`config.mk`:
```
export PLATFORM = sky130hd
export DESIGN_NAME = cp0_top
export DESIGN_NICKNAME = d
export VERILOG_FILES = /design/src/rtl/cp0_pkg.sv /design/src/rtl/cp0_exc_ctrl.sv /design/src/rtl/cp0_timer.sv /design/src/rtl/cp0_reg_file.sv /design/src/rtl/cp0_top.sv
export SDC_FILE = /design/constraint.sdc
export NUM_CORES = 1
export LEC_CHECK = 0
export BUFFER_PORTS_ARGS = -buffer_cell sky130_fd_sc_hd__buf_2
export CAP_MARGIN = 20
export CORE_AREA = 8 8 152 154
export CTS_CLUSTER_DIAMETER = 80
export DETAILED_ROUTE_END_ITERATION = 6
export DIE_AREA = 0 0 160 162
export HOLD_SLACK_MARGIN = 0.02
export MAX_ROUTING_LAYER = met4
export PLACE_DENSITY = 0.77
export SETUP_SLACK_MARGIN = 0.05
export SLEW_MARGIN = 10
export SYNTH_ARGS = -nofsm -noshare
export SYNTH_HDL_FRONTEND = slang
export SYNTH_SLANG_ARGS = --single-unit
```
`constraint.sdc`:
```
create_clock -name clk -period 2.1 [get_ports clk]
set_input_delay 0 -clock clk [delete_from_list [all_inputs] [get_ports clk]]
set_output_delay 0 -clock clk [all_outputs]
set_load 0.05 [all_outputs]
```
`src/rtl/cp0_pkg.sv`:
```
package cp0_pkg;

	// basic widths
	typedef logic [31:0] word_t;
	typedef logic [4:0]  reg_addr_t;
	typedef logic [2:0]  reg_sel_t;
	typedef logic [4:0]  exc_code_t;

	// register numbers
	localparam reg_addr_t REG_BADVADDR = 5'd8;
	localparam reg_addr_t REG_COUNT    = 5'd9;
	localparam reg_addr_t REG_COMPARE  = 5'd11;
	localparam reg_addr_t REG_STATUS   = 5'd12;
	localparam reg_addr_t REG_CAUSE    = 5'd13;
	localparam reg_addr_t REG_EPC      = 5'd14;

	localparam reg_sel_t SEL_DEFAULT = 3'd0;	// every register here lives at select 0

	// status fields
	localparam int STATUS_IE    = 0;
	localparam int STATUS_EXL   = 1;
	localparam int STATUS_IM_LO = 8;
	localparam int STATUS_IM_HI = 15;
	localparam int STATUS_BEV   = 22;	// reads as 1, not stored

	// cause fields
	localparam int CAUSE_EXC_LO = 2;
	localparam int CAUSE_EXC_HI = 6;
	localparam int CAUSE_IP_LO  = 8;	// ip1..0 software, ip7..2 hardware
	localparam int CAUSE_IP_HI  = 15;
	localparam int CAUSE_BD     = 31;

	// interrupt lines
	localparam int HW_IRQ_N = 6;
	localparam int SW_IRQ_N = 2;

	// exception request bits, lowest index wins
	localparam int EXC_N        = 7;
	localparam int EXC_REQ_ADEL = 0;
	localparam int EXC_REQ_ADES = 1;
	localparam int EXC_REQ_SYS  = 2;
	localparam int EXC_REQ_BP   = 3;
	localparam int EXC_REQ_RI   = 4;
	localparam int EXC_REQ_OV   = 5;
	localparam int EXC_REQ_TR   = 6;

	// ExcCode values written to cause
	localparam exc_code_t CODE_INT  = 5'd0;
	localparam exc_code_t CODE_ADEL = 5'd4;
	localparam exc_code_t CODE_ADES = 5'd5;
	localparam exc_code_t CODE_SYS  = 5'd8;
	localparam exc_code_t CODE_BP   = 5'd9;
	localparam exc_code_t CODE_RI   = 5'd10;
	localparam exc_code_t CODE_OV   = 5'd12;
	localparam exc_code_t CODE_TR   = 5'd13;

	// EPC points at the branch when the victim sits in its delay slot
	localparam word_t DELAY_SLOT_OFFSET = 32'd4;

endpackage

```
`src/rtl/cp0_exc_ctrl.sv`:
```
`timescale 1ns/1ps

module cp0_exc_ctrl #(
	parameter cp0_pkg::word_t EXC_VECTOR = 32'hbfc00380
) (
	input  logic                             clk,
	input  logic                             rst_n,
	input  logic                             wcp0,
	input  cp0_pkg::reg_addr_t               waddr,
	input  cp0_pkg::reg_sel_t                wsel,
	input  cp0_pkg::word_t                   wdata,
	input  logic                             eret,
	input  logic [cp0_pkg::EXC_N-1:0]        exc_req,
	input  logic [cp0_pkg::HW_IRQ_N-1:0]     int_i,
	input  logic                             timer_irq,
	input  logic [cp0_pkg::SW_IRQ_N-1:0]     sw_pending,
	input  cp0_pkg::word_t                   epc,
	output cp0_pkg::word_t                   status,
	output logic                             capture,
	output logic                             record,
	output logic                             write_block,
	output cp0_pkg::exc_code_t               exc_code,
	output logic [cp0_pkg::HW_IRQ_N-1:0]     hw_pending,
	output logic                             exc_en,
	output cp0_pkg::word_t                   pc_exc
);
	import cp0_pkg::*;

	typedef enum logic {
		NORMAL,
		EXC_LEVEL
	} state_t;

	state_t state_q;
	state_t state_d;
	logic ie_q;
	logic [STATUS_IM_HI-STATUS_IM_LO:0] im_q;
	logic exl;
	logic any_exc;
	logic take_eret;
	logic take_hw;
	logic take_sw;
	logic status_we;
	logic epc_fwd;
	logic [HW_IRQ_N-1:0] hw_irq;
	logic [SW_IRQ_N-1:0] sw_irq;

	assign exl = (state_q == EXC_LEVEL);

	// timer shares hardware line 5
	assign hw_pending = {int_i[HW_IRQ_N-1] | timer_irq, int_i[HW_IRQ_N-2:0]};
	assign hw_irq = hw_pending & im_q[HW_IRQ_N+SW_IRQ_N-1:SW_IRQ_N];
	assign sw_irq = sw_pending & im_q[SW_IRQ_N-1:0];

	assign any_exc = |exc_req;
	assign take_eret = eret & ~any_exc;
	assign take_hw = ~eret & ~any_exc & ie_q & ~exl & (|hw_irq);
	assign take_sw = ~eret & ~any_exc & ie_q & ~exl & ~(|hw_irq) & (|sw_irq);

	assign capture = ~exl & (any_exc | take_hw | take_sw);
	assign record = exl & any_exc;	// nested exception only leaves its code
	assign write_block = take_eret | any_exc | take_hw | take_sw;
	assign exc_en = write_block;

	assign status_we = wcp0 & ~write_block & (waddr == REG_STATUS) & (wsel == SEL_DEFAULT);
	assign epc_fwd = wcp0 & (waddr == REG_EPC) & (wsel == SEL_DEFAULT);

	// fixed priority over the request bits
	always_comb
	begin
		if (exc_req[EXC_REQ_ADEL])
			exc_code = CODE_ADEL;
		else if (exc_req[EXC_REQ_ADES])
			exc_code = CODE_ADES;
		else if (exc_req[EXC_REQ_SYS])
			exc_code = CODE_SYS;
		else if (exc_req[EXC_REQ_BP])
			exc_code = CODE_BP;
		else if (exc_req[EXC_REQ_RI])
			exc_code = CODE_RI;
		else if (exc_req[EXC_REQ_OV])
			exc_code = CODE_OV;
		else if (exc_req[EXC_REQ_TR])
			exc_code = CODE_TR;
		else
			exc_code = CODE_INT;	// interrupt when nothing synchronous
	end

	always_comb
	begin
		if (take_eret)
			pc_exc = epc_fwd ? wdata : epc;	// epc written by the older instruction
		else if (write_block)
			pc_exc = EXC_VECTOR;
		else
			pc_exc = '0;
	end

	always_comb
	begin
		state_d = state_q;
		case (state_q)
			NORMAL:
			begin
				if (capture)
					state_d = EXC_LEVEL;
				else if (status_we && wdata[STATUS_EXL])
					state_d = EXC_LEVEL;
			end
			EXC_LEVEL:
			begin
				if (take_eret)
					state_d = NORMAL;
				else if (status_we && !wdata[STATUS_EXL])
					state_d = NORMAL;
			end
			default:
				state_d = NORMAL;
		endcase
	end

	always_ff @(posedge clk)
	begin
		if (!rst_n)
		begin
			state_q <= NORMAL;
			ie_q <= 1'b0;
			im_q <= '0;
		end
		else
		begin
			state_q <= state_d;
			if (status_we)
			begin
				ie_q <= wdata[STATUS_IE];
				im_q <= wdata[STATUS_IM_HI:STATUS_IM_LO];
			end
		end
	end

	always_comb
	begin
		status = '0;
		status[STATUS_BEV] = 1'b1;	// boot vectors always
		status[STATUS_IM_HI:STATUS_IM_LO] = im_q;
		status[STATUS_EXL] = exl;
		status[STATUS_IE] = ie_q;
	end

endmodule

```
`src/rtl/cp0_timer.sv`:
```
`timescale 1ns/1ps

module cp0_timer (
	input  logic               clk,
	input  logic               rst_n,
	input  logic               wcp0,
	input  cp0_pkg::reg_addr_t waddr,
	input  cp0_pkg::reg_sel_t  wsel,
	input  cp0_pkg::word_t     wdata,
	input  logic               write_block,
	output cp0_pkg::word_t     count,
	output cp0_pkg::word_t     compare,
	output logic               timer_irq
);
	import cp0_pkg::*;

	logic sw_we;
	logic count_we;
	logic compare_we;
	logic hit;

	assign sw_we = wcp0 & ~write_block & (wsel == SEL_DEFAULT);
	assign count_we = sw_we & (waddr == REG_COUNT);
	assign compare_we = sw_we & (waddr == REG_COMPARE);
	assign hit = (count == compare) && (count != '0);	// zero never fires

	always_ff @(posedge clk)
	begin
		if (!rst_n)
		begin
			count <= '0;
			compare <= '0;
			timer_irq <= 1'b0;
		end
		else
		begin
			if (count_we)
				count <= wdata;
			else
				count <= count + 32'd1;

			if (compare_we)
			begin
				compare <= wdata;
				timer_irq <= 1'b0;	// acknowledge
			end
			else if (hit)
				timer_irq <= 1'b1;	// sticky
		end
	end

endmodule

```
`src/rtl/cp0_reg_file.sv`:
```
`timescale 1ns/1ps

module cp0_reg_file (
	input  logic                             clk,
	input  logic                             rst_n,
	input  logic                             wcp0,
	input  cp0_pkg::reg_addr_t               waddr,
	input  cp0_pkg::reg_sel_t                wsel,
	input  cp0_pkg::word_t                   wdata,
	input  cp0_pkg::reg_addr_t               raddr,
	input  cp0_pkg::reg_sel_t                rsel,
	input  logic                             write_block,
	input  logic                             capture,
	input  logic                             record,
	input  cp0_pkg::exc_code_t               exc_code,
	input  logic [cp0_pkg::HW_IRQ_N-1:0]     hw_pending,
	input  cp0_pkg::word_t                   victim_pc,
	input  logic                             in_delay_slot,
	input  cp0_pkg::word_t                   badvaddr,
	input  cp0_pkg::word_t                   status,
	input  cp0_pkg::word_t                   count,
	input  cp0_pkg::word_t                   compare,
	output cp0_pkg::word_t                   rdata,
	output cp0_pkg::word_t                   epc,
	output logic [cp0_pkg::SW_IRQ_N-1:0]     sw_pending
);
	import cp0_pkg::*;

	logic bd_q;
	exc_code_t code_q;
	logic [HW_IRQ_N-1:0] hw_ip_q;
	logic [SW_IRQ_N-1:0] sw_ip_q;
	word_t badvaddr_q;
	logic sw_we;
	logic bypass;
	word_t cause_rd;
	word_t cause_byp;
	word_t status_byp;

	assign sw_we = wcp0 & ~write_block & (wsel == SEL_DEFAULT);
	assign bypass = wcp0 & ~write_block & (waddr == raddr) & (wsel == rsel);
	assign sw_pending = sw_ip_q;

	always_ff @(posedge clk)
	begin
		if (!rst_n)
		begin
			bd_q <= 1'b0;
			code_q <= CODE_INT;
			hw_ip_q <= '0;
			sw_ip_q <= '0;
			epc <= '0;
			badvaddr_q <= '0;
		end
		else if (capture)
		begin
			bd_q <= in_delay_slot;
			code_q <= exc_code;
			hw_ip_q <= hw_pending;
			if (in_delay_slot)
				epc <= victim_pc - DELAY_SLOT_OFFSET;	// restart at the branch
			else
				epc <= victim_pc;
			if (exc_code == CODE_ADEL && victim_pc[1:0] != 2'b00)
				badvaddr_q <= victim_pc;	// fetch fault comes first
			else if (exc_code == CODE_ADEL || exc_code == CODE_ADES)
				badvaddr_q <= badvaddr;
		end
		else if (record)
		begin
			code_q <= exc_code;
			hw_ip_q <= hw_pending;
		end
		else if (sw_we)
		begin
			case (waddr)
				REG_CAUSE:
					sw_ip_q <= wdata[CAUSE_IP_LO+SW_IRQ_N-1:CAUSE_IP_LO];	// only ip1..0 writable
				REG_EPC:
					epc <= wdata;
				REG_BADVADDR:
					badvaddr_q <= wdata;
				default:
				begin
				end
			endcase
		end
	end

	// recorded lines plus the ones asserted now
	always_comb
	begin
		cause_rd = '0;
		cause_rd[CAUSE_BD] = bd_q;
		cause_rd[CAUSE_IP_HI:CAUSE_IP_LO] = {hw_ip_q | hw_pending, sw_ip_q};
		cause_rd[CAUSE_EXC_HI:CAUSE_EXC_LO] = code_q;
	end

	always_comb
	begin
		cause_byp = '0;
		cause_byp[CAUSE_BD] = wdata[CAUSE_BD];
		cause_byp[CAUSE_IP_HI:CAUSE_IP_LO] = wdata[CAUSE_IP_HI:CAUSE_IP_LO];
		cause_byp[CAUSE_EXC_HI:CAUSE_EXC_LO] = wdata[CAUSE_EXC_HI:CAUSE_EXC_LO];
		status_byp = '0;
		status_byp[STATUS_BEV] = 1'b1;
		status_byp[STATUS_IM_HI:STATUS_IM_LO] = wdata[STATUS_IM_HI:STATUS_IM_LO];
		status_byp[STATUS_EXL] = wdata[STATUS_EXL];
		status_byp[STATUS_IE] = wdata[STATUS_IE];
	end

	always_comb
	begin
		rdata = '0;
		if (rsel == SEL_DEFAULT)
		begin
			case (raddr)
				REG_BADVADDR:
					rdata = bypass ? wdata : badvaddr_q;
				REG_COUNT:
					rdata = bypass ? wdata : count;
				REG_COMPARE:
					rdata = bypass ? wdata : compare;
				REG_STATUS:
					rdata = bypass ? status_byp : status;
				REG_CAUSE:
					rdata = bypass ? cause_byp : cause_rd;
				REG_EPC:
					rdata = bypass ? wdata : epc;
				default:
					rdata = '0;	// unimplemented
			endcase
		end
	end

endmodule

```
`src/rtl/cp0_top.sv`:
```
`timescale 1ns/1ps

module cp0_top #(
	parameter cp0_pkg::word_t EXC_VECTOR = 32'hbfc00380
) (
	input  logic                             clk,
	input  logic                             rst_n,
	input  logic                             wcp0,
	input  cp0_pkg::reg_addr_t               waddr,
	input  cp0_pkg::reg_sel_t                wsel,
	input  cp0_pkg::word_t                   wdata,
	input  cp0_pkg::reg_addr_t               raddr,
	input  cp0_pkg::reg_sel_t                rsel,
	input  logic                             eret,
	input  logic [cp0_pkg::EXC_N-1:0]        exc_req,
	input  logic [cp0_pkg::HW_IRQ_N-1:0]     int_i,
	input  cp0_pkg::word_t                   victim_pc,
	input  logic                             in_delay_slot,
	input  cp0_pkg::word_t                   badvaddr,
	output cp0_pkg::word_t                   rdata,
	output logic                             exc_en,
	output cp0_pkg::word_t                   pc_exc
);
	import cp0_pkg::*;

	word_t status;
	word_t epc;
	word_t count;
	word_t compare;
	logic timer_irq;
	logic capture;
	logic record;
	logic write_block;
	exc_code_t exc_code;
	logic [HW_IRQ_N-1:0] hw_pending;
	logic [SW_IRQ_N-1:0] sw_pending;

	cp0_exc_ctrl #(
		.EXC_VECTOR(EXC_VECTOR)
	) exc_ctrl_i (
		.clk(clk),
		.rst_n(rst_n),
		.wcp0(wcp0),
		.waddr(waddr),
		.wsel(wsel),
		.wdata(wdata),
		.eret(eret),
		.exc_req(exc_req),
		.int_i(int_i),
		.timer_irq(timer_irq),
		.sw_pending(sw_pending),
		.epc(epc),
		.status(status),
		.capture(capture),
		.record(record),
		.write_block(write_block),
		.exc_code(exc_code),
		.hw_pending(hw_pending),
		.exc_en(exc_en),
		.pc_exc(pc_exc)
	);

	cp0_timer timer_i (
		.clk(clk),
		.rst_n(rst_n),
		.wcp0(wcp0),
		.waddr(waddr),
		.wsel(wsel),
		.wdata(wdata),
		.write_block(write_block),
		.count(count),
		.compare(compare),
		.timer_irq(timer_irq)
	);

	cp0_reg_file reg_file_i (
		.clk(clk),
		.rst_n(rst_n),
		.wcp0(wcp0),
		.waddr(waddr),
		.wsel(wsel),
		.wdata(wdata),
		.raddr(raddr),
		.rsel(rsel),
		.write_block(write_block),
		.capture(capture),
		.record(record),
		.exc_code(exc_code),
		.hw_pending(hw_pending),
		.victim_pc(victim_pc),
		.in_delay_slot(in_delay_slot),
		.badvaddr(badvaddr),
		.status(status),
		.count(count),
		.compare(compare),
		.rdata(rdata),
		.epc(epc),
		.sw_pending(sw_pending)
	);

endmodule

```
# Yosys cells after proc, flatten, opt, wreduce, memory -nomap -nowiden
# Index checks and enable logic that the tools add are counted.
# totals
regBits	153
word_cells	129
# op_classes
n_mux	39
n_eq_ne	19
reduce_logical	21
bitwise_logic	36
addsub	2
# ops
op	count
$mux W32	21
$pmux W32 S6	1
$eq A5 B4 Y1 const B	12
$mux W5	8
$add A32 B1 Y32 const B	1
$eq A32 B32 Y1	1
$reduce_bool A32 Y1	1
$sub A32 B3 Y32 const B	1
$and A1 B1 Y1	19
$mux W16	1
$mux W6	2
$eq A5 B3 Y1 const B	2
$reduce_bool A2 Y1	5
$not A1 Y1	8
$reduce_and A4 Y1	2
$reduce_or A7 Y1	1
$and A6 B6 Y6	1
$logic_not A3 Y1	2
$or A1 B1 Y1	6
$or A6 B6 Y6	1
$reduce_or A6 Y1	1
$eq A5 B5 Y1	1
$logic_and A1 B1 Y1	4
$mux W1	4
10 further kinds	11

# Longest topological paths before layout
# Gate-level depths: netlist (run 1).
# depth
depth_word	16
depth_mapped	9
depth_no_buf	7

# Cells and area by module
# From an unflattened synthesis (run 1), not the netlist that was laid out.
# hier_totals
cells_unflattened	1381
hier_area_um2	11139.4
# by_module_without_submodules
mod	instances	seq_area_each_um2	cells_each	area_per_inst_um2
cp0_reg_file	1	1561.5	770	6396.1
cp0_timer	1	1301.2	374	3299.4
cp0_exc_ctrl	1	200.2	237	1443.9

# Worst setup path after synthesis (run 1)
# OpenSTA, ideal clock, no wires.
# synth_timing
path_kind	flip-flop to output port
startpoint	register reg_file_i.sw_ip_q[1] (netlist: reg_file_i.sw_pending[1])
endpoint	output rdata[10]
path_buffers	1
setup_slack_ps	-686
stages_incl_launch_ff	7
arrival_ps	2786
path_cell_list	dfxtp_1 -> a222oi_1 -> nand3_2 -> o21a_4 -> or3_1 -> buf_2 -> a211oi_1
# synth_via
elab_chain_cells	11
elab_cells_between_ends	16
classes_between	8 x mux; 7 x bitwise; 1 x reduce/logical
# synth_rtl
element	line_no	rtl
start, declared	cp0_reg_file.sv:32	logic [SW_IRQ_N-1:0] sw_ip_q;
start signal, assigned	cp0_reg_file.sv:78	sw_ip_q <= wdata[CAUSE_IP_LO+SW_IRQ_N-1:CAUSE_IP_LO];
$and A2 B2 Y2 *	cp0_exc_ctrl.sv:53	assign sw_irq = sw_pending & im_q[SW_IRQ_N-1:0];
$reduce_or A2 Y1 *	cp0_exc_ctrl.sv:58	assign take_sw = ~eret & ~any_exc & ie_q & ~exl & ~(|hw_irq) & (|sw_irq);
$and A1 B1 Y1 *	cp0_exc_ctrl.sv:58	
$or A1 B1 Y1 *	cp0_exc_ctrl.sv:62	assign write_block = take_eret | any_exc | take_hw | take_sw;
$not A1 Y1 *	cp0_reg_file.sv:41	assign bypass = wcp0 & ~write_block & (waddr == raddr) & (wsel == rsel);
$and A1 B1 Y1 * (3 in series)	cp0_reg_file.sv:41	
$mux W32 (tied with other cells)	cp0_reg_file.sv:129	rdata = bypass ? wdata : epc;
$pmux W32 S6 *	cp0_reg_file.sv:117	case (raddr)
$mux W32 *	cp0_reg_file.sv:115	if (rsel == SEL_DEFAULT)
end, declared	cp0_top.sv:20	output cp0_pkg::word_t rdata,
# Every way passes the cells marked *; elsewhere a longest branch is shown, timed or not.

# Worst setup path in the final report (run 1)
# layout_timing
startpoint	register exc_ctrl_i.im_q[1]
endpoint	output rdata[30]
# layout_via
elab_chain_cells	11
elab_cells_between_ends	14
classes_between	6 x mux; 7 x bitwise; 1 x reduce/logical
# layout_rtl
element	line_no	rtl
start, declared	cp0_exc_ctrl.sv:37	logic [STATUS_IM_HI-STATUS_IM_LO:0] im_q;
start signal, assigned	cp0_exc_ctrl.sv:136	im_q <= wdata[STATUS_IM_HI:STATUS_IM_LO];
$and A2 B2 Y2 *	cp0_exc_ctrl.sv:53	
$reduce_or A2 Y1 *	cp0_exc_ctrl.sv:58	
$and A1 B1 Y1 *	cp0_exc_ctrl.sv:58	
$or A1 B1 Y1 *	cp0_exc_ctrl.sv:62	
$not A1 Y1 *	cp0_reg_file.sv:41	
$and A1 B1 Y1 * (3 in series)	cp0_reg_file.sv:41	
$mux W32, on equally long branches	-	
$pmux W32 S6 *	cp0_reg_file.sv:117	
$mux W32 *	cp0_reg_file.sv:115	
# Marks and branches as above.

==> results.py, run 1 <==
metrics = {
    "outcome": {
        "status": "complete, but fails checks",
        "violations": "design-rule violations, negative setup slack",
    },
    "yosys": {
        "syn_nets": 1479,
        "async_flop_share_pct": 0,
        "synth_top_area_share_pct": 28.89,
        "avgSynthCellArea_um2": 7.824,
        "synthesis.area_um2": 10530,
        "yosys_warnings": 0,
        "synth.largest_area_cell": "dfxtp_1",
        "syn_inst": 1346,
        "yosysSeqAreaShare_pct": 28.89,
        "ys_types": 70,
        "synth_seq_cells": 152,
        "synth_area_leaders": "dfxtp_1 (29%), xnor2_1 (7.1%), mux2i_1 (6.2%)",
        "synth_edf_count": 0,
        "ys.flop_type": "dfxtp_1",
    },
    "cts": {
        "cts_sinks": 152,
        "clk_latency_ns": 0.45,
        "numCtsBuffers": 17,
        "root_buffer": "clkbuf_16",
        "clkSlewWorstSetupHoldPaths_ns": 0.08,
        "cts_tree": "done",
        "htreeDepth": 4,
        "clockBufferDepth": 2,
    },
    "layout": {
        "drive_gt1_share_pct": 34.83,
        "area_growth_pct": 55.28,
        "layoutNonFillerInstCount": 2000,
        "nets": 1840,
    },
    "place": {
        "dp.cells": 1808,
        "port_buffers": 194,
        "place_congestion": 1.007,
        "dpl.hpwl_mm": 34.14,
        "place_ws_ns": -0.1377,
    },
    "sta": {
        "relSlewSlack_pct": 40.34,
        "rsz0062_at_grt": "yes",
        "period_needed_ns": 2.600,
        "setup_viol": 191,
        "timing.fmax_mhz": 384.6,
        "tightest_slew_ns": 0.8915,
        "worst_clock_skew_ns": 0.01590,
        "finalCritPeriodShare_pct": 123.8,
        "setup_ws_ns": -0.5001,
        "hold_viol": 0,
        "slew_viol_final": 0,
    },
    "routing": {
        "wl_per_cell_um": 27.91,
        "wl_mm": 55.82,
        "vias": 14270,
        "routed_via_density": 7.136,
        "firstDrtPassIters": 7,
        "ant_nets": 0,
        "drc": 10,
        "drtIter0Drc": 2662,
    },
    "power": {
        "vdd_drop_max_v": 0.0004292,
        "power_density_nw_per_um2": 472.4,
        "power_leakage_nw": 5.884,
    },
    "setup_path": {
        "cp.arrival_ns": 2.60,
        "rrSetupSlack_ns": -0.45,
        "end_kind": "output port",
        "worstPathRequired_ns": 2.10,
        "critPathKind": "reg2out",
        "crit_fanout": 6,
        "critPathLaunchType": "flop",
    },
    "grt": {
        "antenna_found_initial": 2,
        "track_usage_pct": 39.85,
        "grt_pass1_wl_mm": 78.61,
        "grt_start_max_net_pins": 95,
        "grt-ovfl-total": 0,
        "grt_pass1_vias": 13360,
    },
    "floorplanning": {
        "fp.dieW_um": 160,
        "rows": 53,
        "die_y_um": 162,
        "num_io_pins": 195,
        "dieArea_um2": 25920,
        "core_um2": 20690,
        "start_util_pct": 50.90,
    },
    "job": {
        "cap_violations": 0,
    },
    "worst_hold_path": {
        "hp-class": "in2reg",
    },
}
[metrics by stage]
stage | TNS [ns] | hold WS (ns) | power (mW) | utilization (%) | cell area, um2
5_1_grt | -80.43 | 0.05257 | 7.878 | 79.00 | 16350
2_1_floorplan | -4.177 | 0.1360 | 3.639 | - | 10950
6_report | -70.30 | 0.03266 | 7.725 | 79.04 | 16350
4_1_cts | -25.36 | 0.02362 | 7.465 | 74.85 | 15490
3_3_place_gp | -1.816 | 0.2813 | 4.183 | 62.55 | 12940
3_5_place_dp | -3.130 | 0.2831 | 4.201 | 62.55 | 12940
[worst max-delay path: stages (launching register included)]
cell       delay [ns]
dfxtp_2          0.32
a222oi_1         0.32
buf_4            0.19
nand3_4          0.08
o21a_4           0.25
nor3_4           0.20
buf_6            0.18
clkbuf_16        0.19
mux2i_4          0.24
buf_6            0.18
[cell type report]
| cell class | instances | area (um2) |
|---|---|---|
| clock inverter | 15 | 170.2 |
| multi-input combinational | 1044 | 7934 |
| antenna | 5 | 12.51 |
| clock buffer | 17 | 425.4 |
| tap | 275 | 344.1 |
| inverter | 12 | 45.04 |
| sequential | 152 | 3045 |
| fill | 1301 | 4337 |
| timing repair buffer | 480 | 4377 |
[cell families (layout without fill, tap and decap cells)]
| family | Yosys count | after routing | synth area share (%) |
|---|---|---|---|
| simple gates | 457 | 457 | 23.05 |
| compound gates | 420 | 420 | 27.40 |
| flops | 152 | 152 | 28.89 |
| buf+inv | 150 | 524 | 5.869 |
| xor+xnor | 98 | 98 | 8.150 |
| mux | 66 | 66 | 6.285 |
| fa+ha+maj | 3 | 3 | 0.3565 |
| other cells | 0 | 5 | 0 |
[power breakdown]
group | switching [mW] | total, mW | internal, mW
Clock | 1.53 | 3.14 | 1.61
Combinational | 0.830 | 1.45 | 0.623
Sequential | 0.139 | 3.13 | 2.99
[metal layers]
layer	vias up	wire, um	global-route usage [%]	part of all wire (%)
met3	432	8853	12.98	16
met4	0	4263	20.48	7.6
li1	5817	-	-	-
met2	1437	24000	59.46	43
met5	-	0	-	0
met1	6586	18700	47.55	34
[synthesized netlist by cell type (all sizes together), types with 14 or more instances]
library cell and count:
a211oi 29, a21oi 96, a22o 36, a22oi 32, a31oi 15, a32o 28, and4 14, buf 38
clkbuf 100, dfxtp 152, mux2i 65, nand2 159, nand2b 33, nand3 79, nand4 22, nor2 24
nor3 35, nor4 39, o2111ai 15, o211ai 21, o21ai 89, xnor2 85
[registers in the layout (all words and copies together) (netlist names), 2 cells and up]
signal                 cells
reg_file_i.badvaddr_q     32
reg_file_i.epc            32
timer_i.compare           32
timer_i.count             32
exc_ctrl_i.im_q            8
reg_file_i.hw_ip_q         6
reg_file_i.code_q          4
reg_file_i.sw_pending      2
[final timing paths]
| path | cells past startpoint | end | from |
|---|---|---|---|
| setup / recovery | 9 | rdata[30] | exc_ctrl_i.im_q[1] |
| hold / removal | 5 | reg_file_i.code_q[2] | exc_req[6] |
| setup reg to reg | 13 | reg_file_i.epc[13] | exc_ctrl_i.im_q[1] |
| hold reg to reg | 2 | reg_file_i.hw_ip_q[1] | reg_file_i.hw_ip_q[1] |
[what timing repair did]
| action | CTS | global route |
|---|---|---|
| buffers inserted | 22 | 20 |
| endpoints found under the setup margin | 87 | 195 |
| pin swaps | 48 | 31 |
| gates resized for setup | 177 | 105 |
| hold buffers | 96 | 0 |
| cloned | 8 | 11 |
| endpoints found under the hold margin | 118 | 0 |
[placed cells by master (no fill, tap or decap), types with 8 or more instances in the layout]
cell type	count
nor2_1	23
xnor2_1	85
or3_1	8
o221ai_2	9
and4_1	14
dfxtp_1	150
nand4_1	22
inv_8	8
nor4_1	33
a32o_1	28
o21ai_2	9
buf_6	62
nand3_1	62
clkbuf_16	26
nand2_1	154
xor2_1	13
mux2i_4	20
a31oi_1	14
buf_2	149
nand2b_1	31
dlygate4sd3_1	96
buf_12	29
a21oi_1	59
mux2i_1	42
o31ai_1	9
a21oi_2	36
o2111ai_1	11
o21ai_0	70
a211oi_4	8
a22oi_1	31
buf_4	123
a22o_1	36
a211oi_2	21
nand3_2	16
o211ai_1	21
and3_1	11
inv_1	11
nor3_1	33
(Power assumes the default switching activity.)
==> run 2, diff against run 1 <==
- CORE_AREA: 8 8 152 154 -> 8 8 156 158
- DIE_AREA: 0 0 160 162 -> 0 0 164 166
- REMOVE_ABC_BUFFERS: default -> 1
- SYNTH_HIERARCHICAL: default -> 1
==> results.py, run 2 <==
metrics = {
    "place": {
        "dpl.hpwl_mm": 30.83,
        "dpl-instance-area_um2": 12840,
        "port_buffers": 194,
        "place_ws_ns": -0.4602,
        "place_congestion": 1.007,
    },
    "cts": {
        "htreeDepth": 4,
        "cts_tree": "done",
        "root_buffer": "clkbuf_16",
        "clkSlewWorstSetupHoldPaths_ns": 0.06,
        "numCtsBuffers": 17,
        "clockBufferDepth": 2,
        "clk_latency_ns": 0.44,
        "cts_sinks": 153,
    },
    "sta": {
        "tightest_slew_ns": 1.188,
        "fin_tns_setup_ns": -126.62,
        "hold_viol": 0,
        "setup_ws_ns": -0.9489,
        "timing.fmax_mhz": 328.0,
        "relSlewSlack_pct": 20.21,
        "rsz0062_at_grt": "yes",
        "setup_viol": 187,
        "finalCritPeriodShare_pct": 145.2,
        "period_needed_ns": 3.049,
        "slew_viol_final": 0,
        "worst_clock_skew_ns": 0.01358,
    },
    "job": {
        "cap_violations": 0,
    },
    "setup_path": {
        "critPathLaunchType": "flop",
        "worstPathRequired_ns": 2.46,
        "cp.arrival_ns": 3.41,
        "critPathTopFamily": "compound AO/OA/AOI/OAI gates",
        "slowest_delay_ns": 0.40,
        "path_buf_inv": 5,
        "crit_fanout": 12,
        "path_cells": "a222oi_1, nor2b_2, a21o_1, nand2_2, buf_4, buf_6, buf_6, and4bb_2, buf_6, nand2_8, o21bai_4, nand2_4, buf_16, o22ai_1",
        "worst_path_most_repeated_cell": "buf_6",
        "critPathKind": "reg2reg",
        "critPathSlowestCell": "a222oi_1",
        "end_kind": "flop",
    },
    "layout": {
        "drive_gt1_share_pct": 35.50,
        "nets": 1841,
        "final_cell_mix": "dfxtp_1 (152), buf_2 (149), nand2_1 (142), mux2i_1 (110), buf_4 (109)",
        "antenna_cells": 0,
        "post-route-util_pct": 73.33,
        "layout_commonest_cell": "dfxtp_1",
        "final_area_um2": 16200,
        "fillers": 1394,
        "area_growth_pct": 45.42,
    },
    "routing": {
        "firstDrtPassIters": 7,
        "drtIter0Drc": 2612,
        "ant_nets": 0,
        "wl_per_cell_um": 27.51,
        "routed_via_density": 7.023,
        "vias": 14090,
        "drc": 62,
        "wl_mm": 55.18,
    },
    "yosys": {
        "synth_top_area_share_pct": 27.50,
        "syn_inst": 1381,
        "synth_seq_cells": 153,
        "yosys_warnings": 6,
        "synth_edf_count": 0,
        "async_flop_share_pct": 0,
        "synth_common_cells": "dfxtp_1 (153), nand2_1 (145), nor2_1 (124)",
        "yosysSeqAreaShare_pct": 27.50,
        "avgSynthCellArea_um2": 8.066,
        "synthesis.area_um2": 11140,
        "ys.flop_type": "dfxtp_1",
        "synth_area_leaders": "dfxtp_1 (27%), mux2i_1 (10%), mux2_2 (5.2%)",
        "yosysMostFrequentCell": "dfxtp_1",
        "ys_types": 81,
        "synth.largest_area_cell": "dfxtp_1",
    },
    "power": {
        "power_density_nw_per_um2": 488.9,
        "power_leakage_nw": 6.812,
        "vdd_drop_max_v": 0.0005346,
    },
    "floorplanning": {
        "core_um2": 22090,
        "fp.dieW_um": 164,
        "dieArea_um2": 27220,
        "num_io_pins": 195,
        "die_y_um": 166,
        "start_util_pct": 50.43,
        "rows": 55,
    },
    "grt": {
        "track_usage_pct": 36.45,
        "grt-ovfl-total": 0,
        "grt_start_max_net_pins": 65,
        "grt_pass1_wl_mm": 75.94,
        "antenna_found_initial": 0,
        "grt_pass1_vias": 13520,
    },
    "worst_hold_path": {
        "hp-class": "in2reg",
    },
    "outcome": {
        "status": "complete, but fails checks",
        "violations": "design-rule violations, negative setup slack",
    },
}
-- run 2: cell types whose count changed after synthesis, moves of 34 or more --
cell,before,now
o21ai_0,86,30
nor2_1,24,124
mux2_2,1,51
mux2i_1,65,113
xor2_1,13,58
o22ai_1,1,37
nand3_1,77,41
a22o_1,36,2
xnor2_1,85,37
-- run 2: tightest hold or removal path: stages --
cell and delay (ns):
buf_2 0.09, mux2_2 0.14, mux2i_1 0.06, o22ai_1 0.13
-- run 2: kinds of logic (layout without fill, tap and decap cells) --
logic type | count (synthesis) | count (layout) | synth area share, %
multiplexers | 166 | 166 | 15.51
XOR/XNOR | 95 | 95 | 7.469
AND/OR/NAND/NOR | 489 | 490 | 23.22
buffers and inverters | 154 | 472 | 6.986
adder cells (fa/ha/maj) | 3 | 3 | 0.3370
flip-flops | 153 | 153 | 27.50
AO/OA/AOI/OAI | 319 | 319 | 18.91
other | 2 | 23 | 0.06742
-- run 2: stage by stage --
stage	power, mW	instances	hold slack, ns
6_report	7.919	2006	0.03427
5_1_grt	8.075	2006	0.03986
4_1_cts	7.693	1998	0.02051
3_5_place_dp	4.273	1850	0.2893
3_3_place_gp	4.244	1850	0.2751
2_1_floorplan	3.686	1262	0.1161
-- run 2: area by class of cell --
class / instances / area [um2] / area share [%]
Multi-Input combinational cell: 1096 / 8308 / 51.29
Timing Repair Buffer: 426 / 3807 / 23.50
Sequential cell: 153 / 3064 / 18.92
Clock buffer: 20 / 446.7 / 2.757
Tap cell: 285 / 356.6 / 2.201
Clock inverter: 12 / 163.9 / 1.012
Inverter: 14 / 52.55 / 0.3244
-- run 2: final timing paths --
| check | start | end | slack (ns) | cells past startpoint |
|---|---|---|---|---|
| hold reg to reg | reg_file_i/hw_ip_q[3] | reg_file_i/hw_ip_q[3] | 0.45 | 2 |
| setup / recovery | exc_ctrl_i/im_q[6] | reg_file_i/badvaddr_q[9] | -0.95 | 14 |
| setup reg to reg | exc_ctrl_i/im_q[6] | reg_file_i/badvaddr_q[9] | -0.95 | 14 |
| hold / removal | badvaddr[18] | reg_file_i/badvaddr_q[18] | 0.03 | 4 |
-- run 2: what timing repair did --
item                                    4_1_cts  5_1_grt
resized for setup                           208      132
gates cloned                                 15        8
endpoints found under the setup margin      175      187
pin swaps                                    64       40
hold endpoints to repair                    138        0
buffers inserted                             18        5
hold buffers                                 84        0
-- run 2: power breakdown --
| part | total (mW) | leakage, nW | internal [mW] | switching, mW |
|---|---|---|---|---|
| registers | 3.08 | 1.25 | 3.00 | 0.0812 |
| logic | 1.54 | 5.27 | 0.656 | 0.886 |
| clock network | 3.30 | 0.296 | 1.92 | 1.38 |
-- run 2: routing by layer --
| metal | up-vias | part of all wire, % | global-route usage, % |
|---|---|---|---|
| met5 | - | 0 | - |
| met4 | 0 | 8.8 | 24.79 |
| met3 | 499 | 14 | 8.676 |
| met2 | 1449 | 43 | 55.93 |
| met1 | 6488 | 34 | 41.45 |
| li1 | 5653 | - | - |
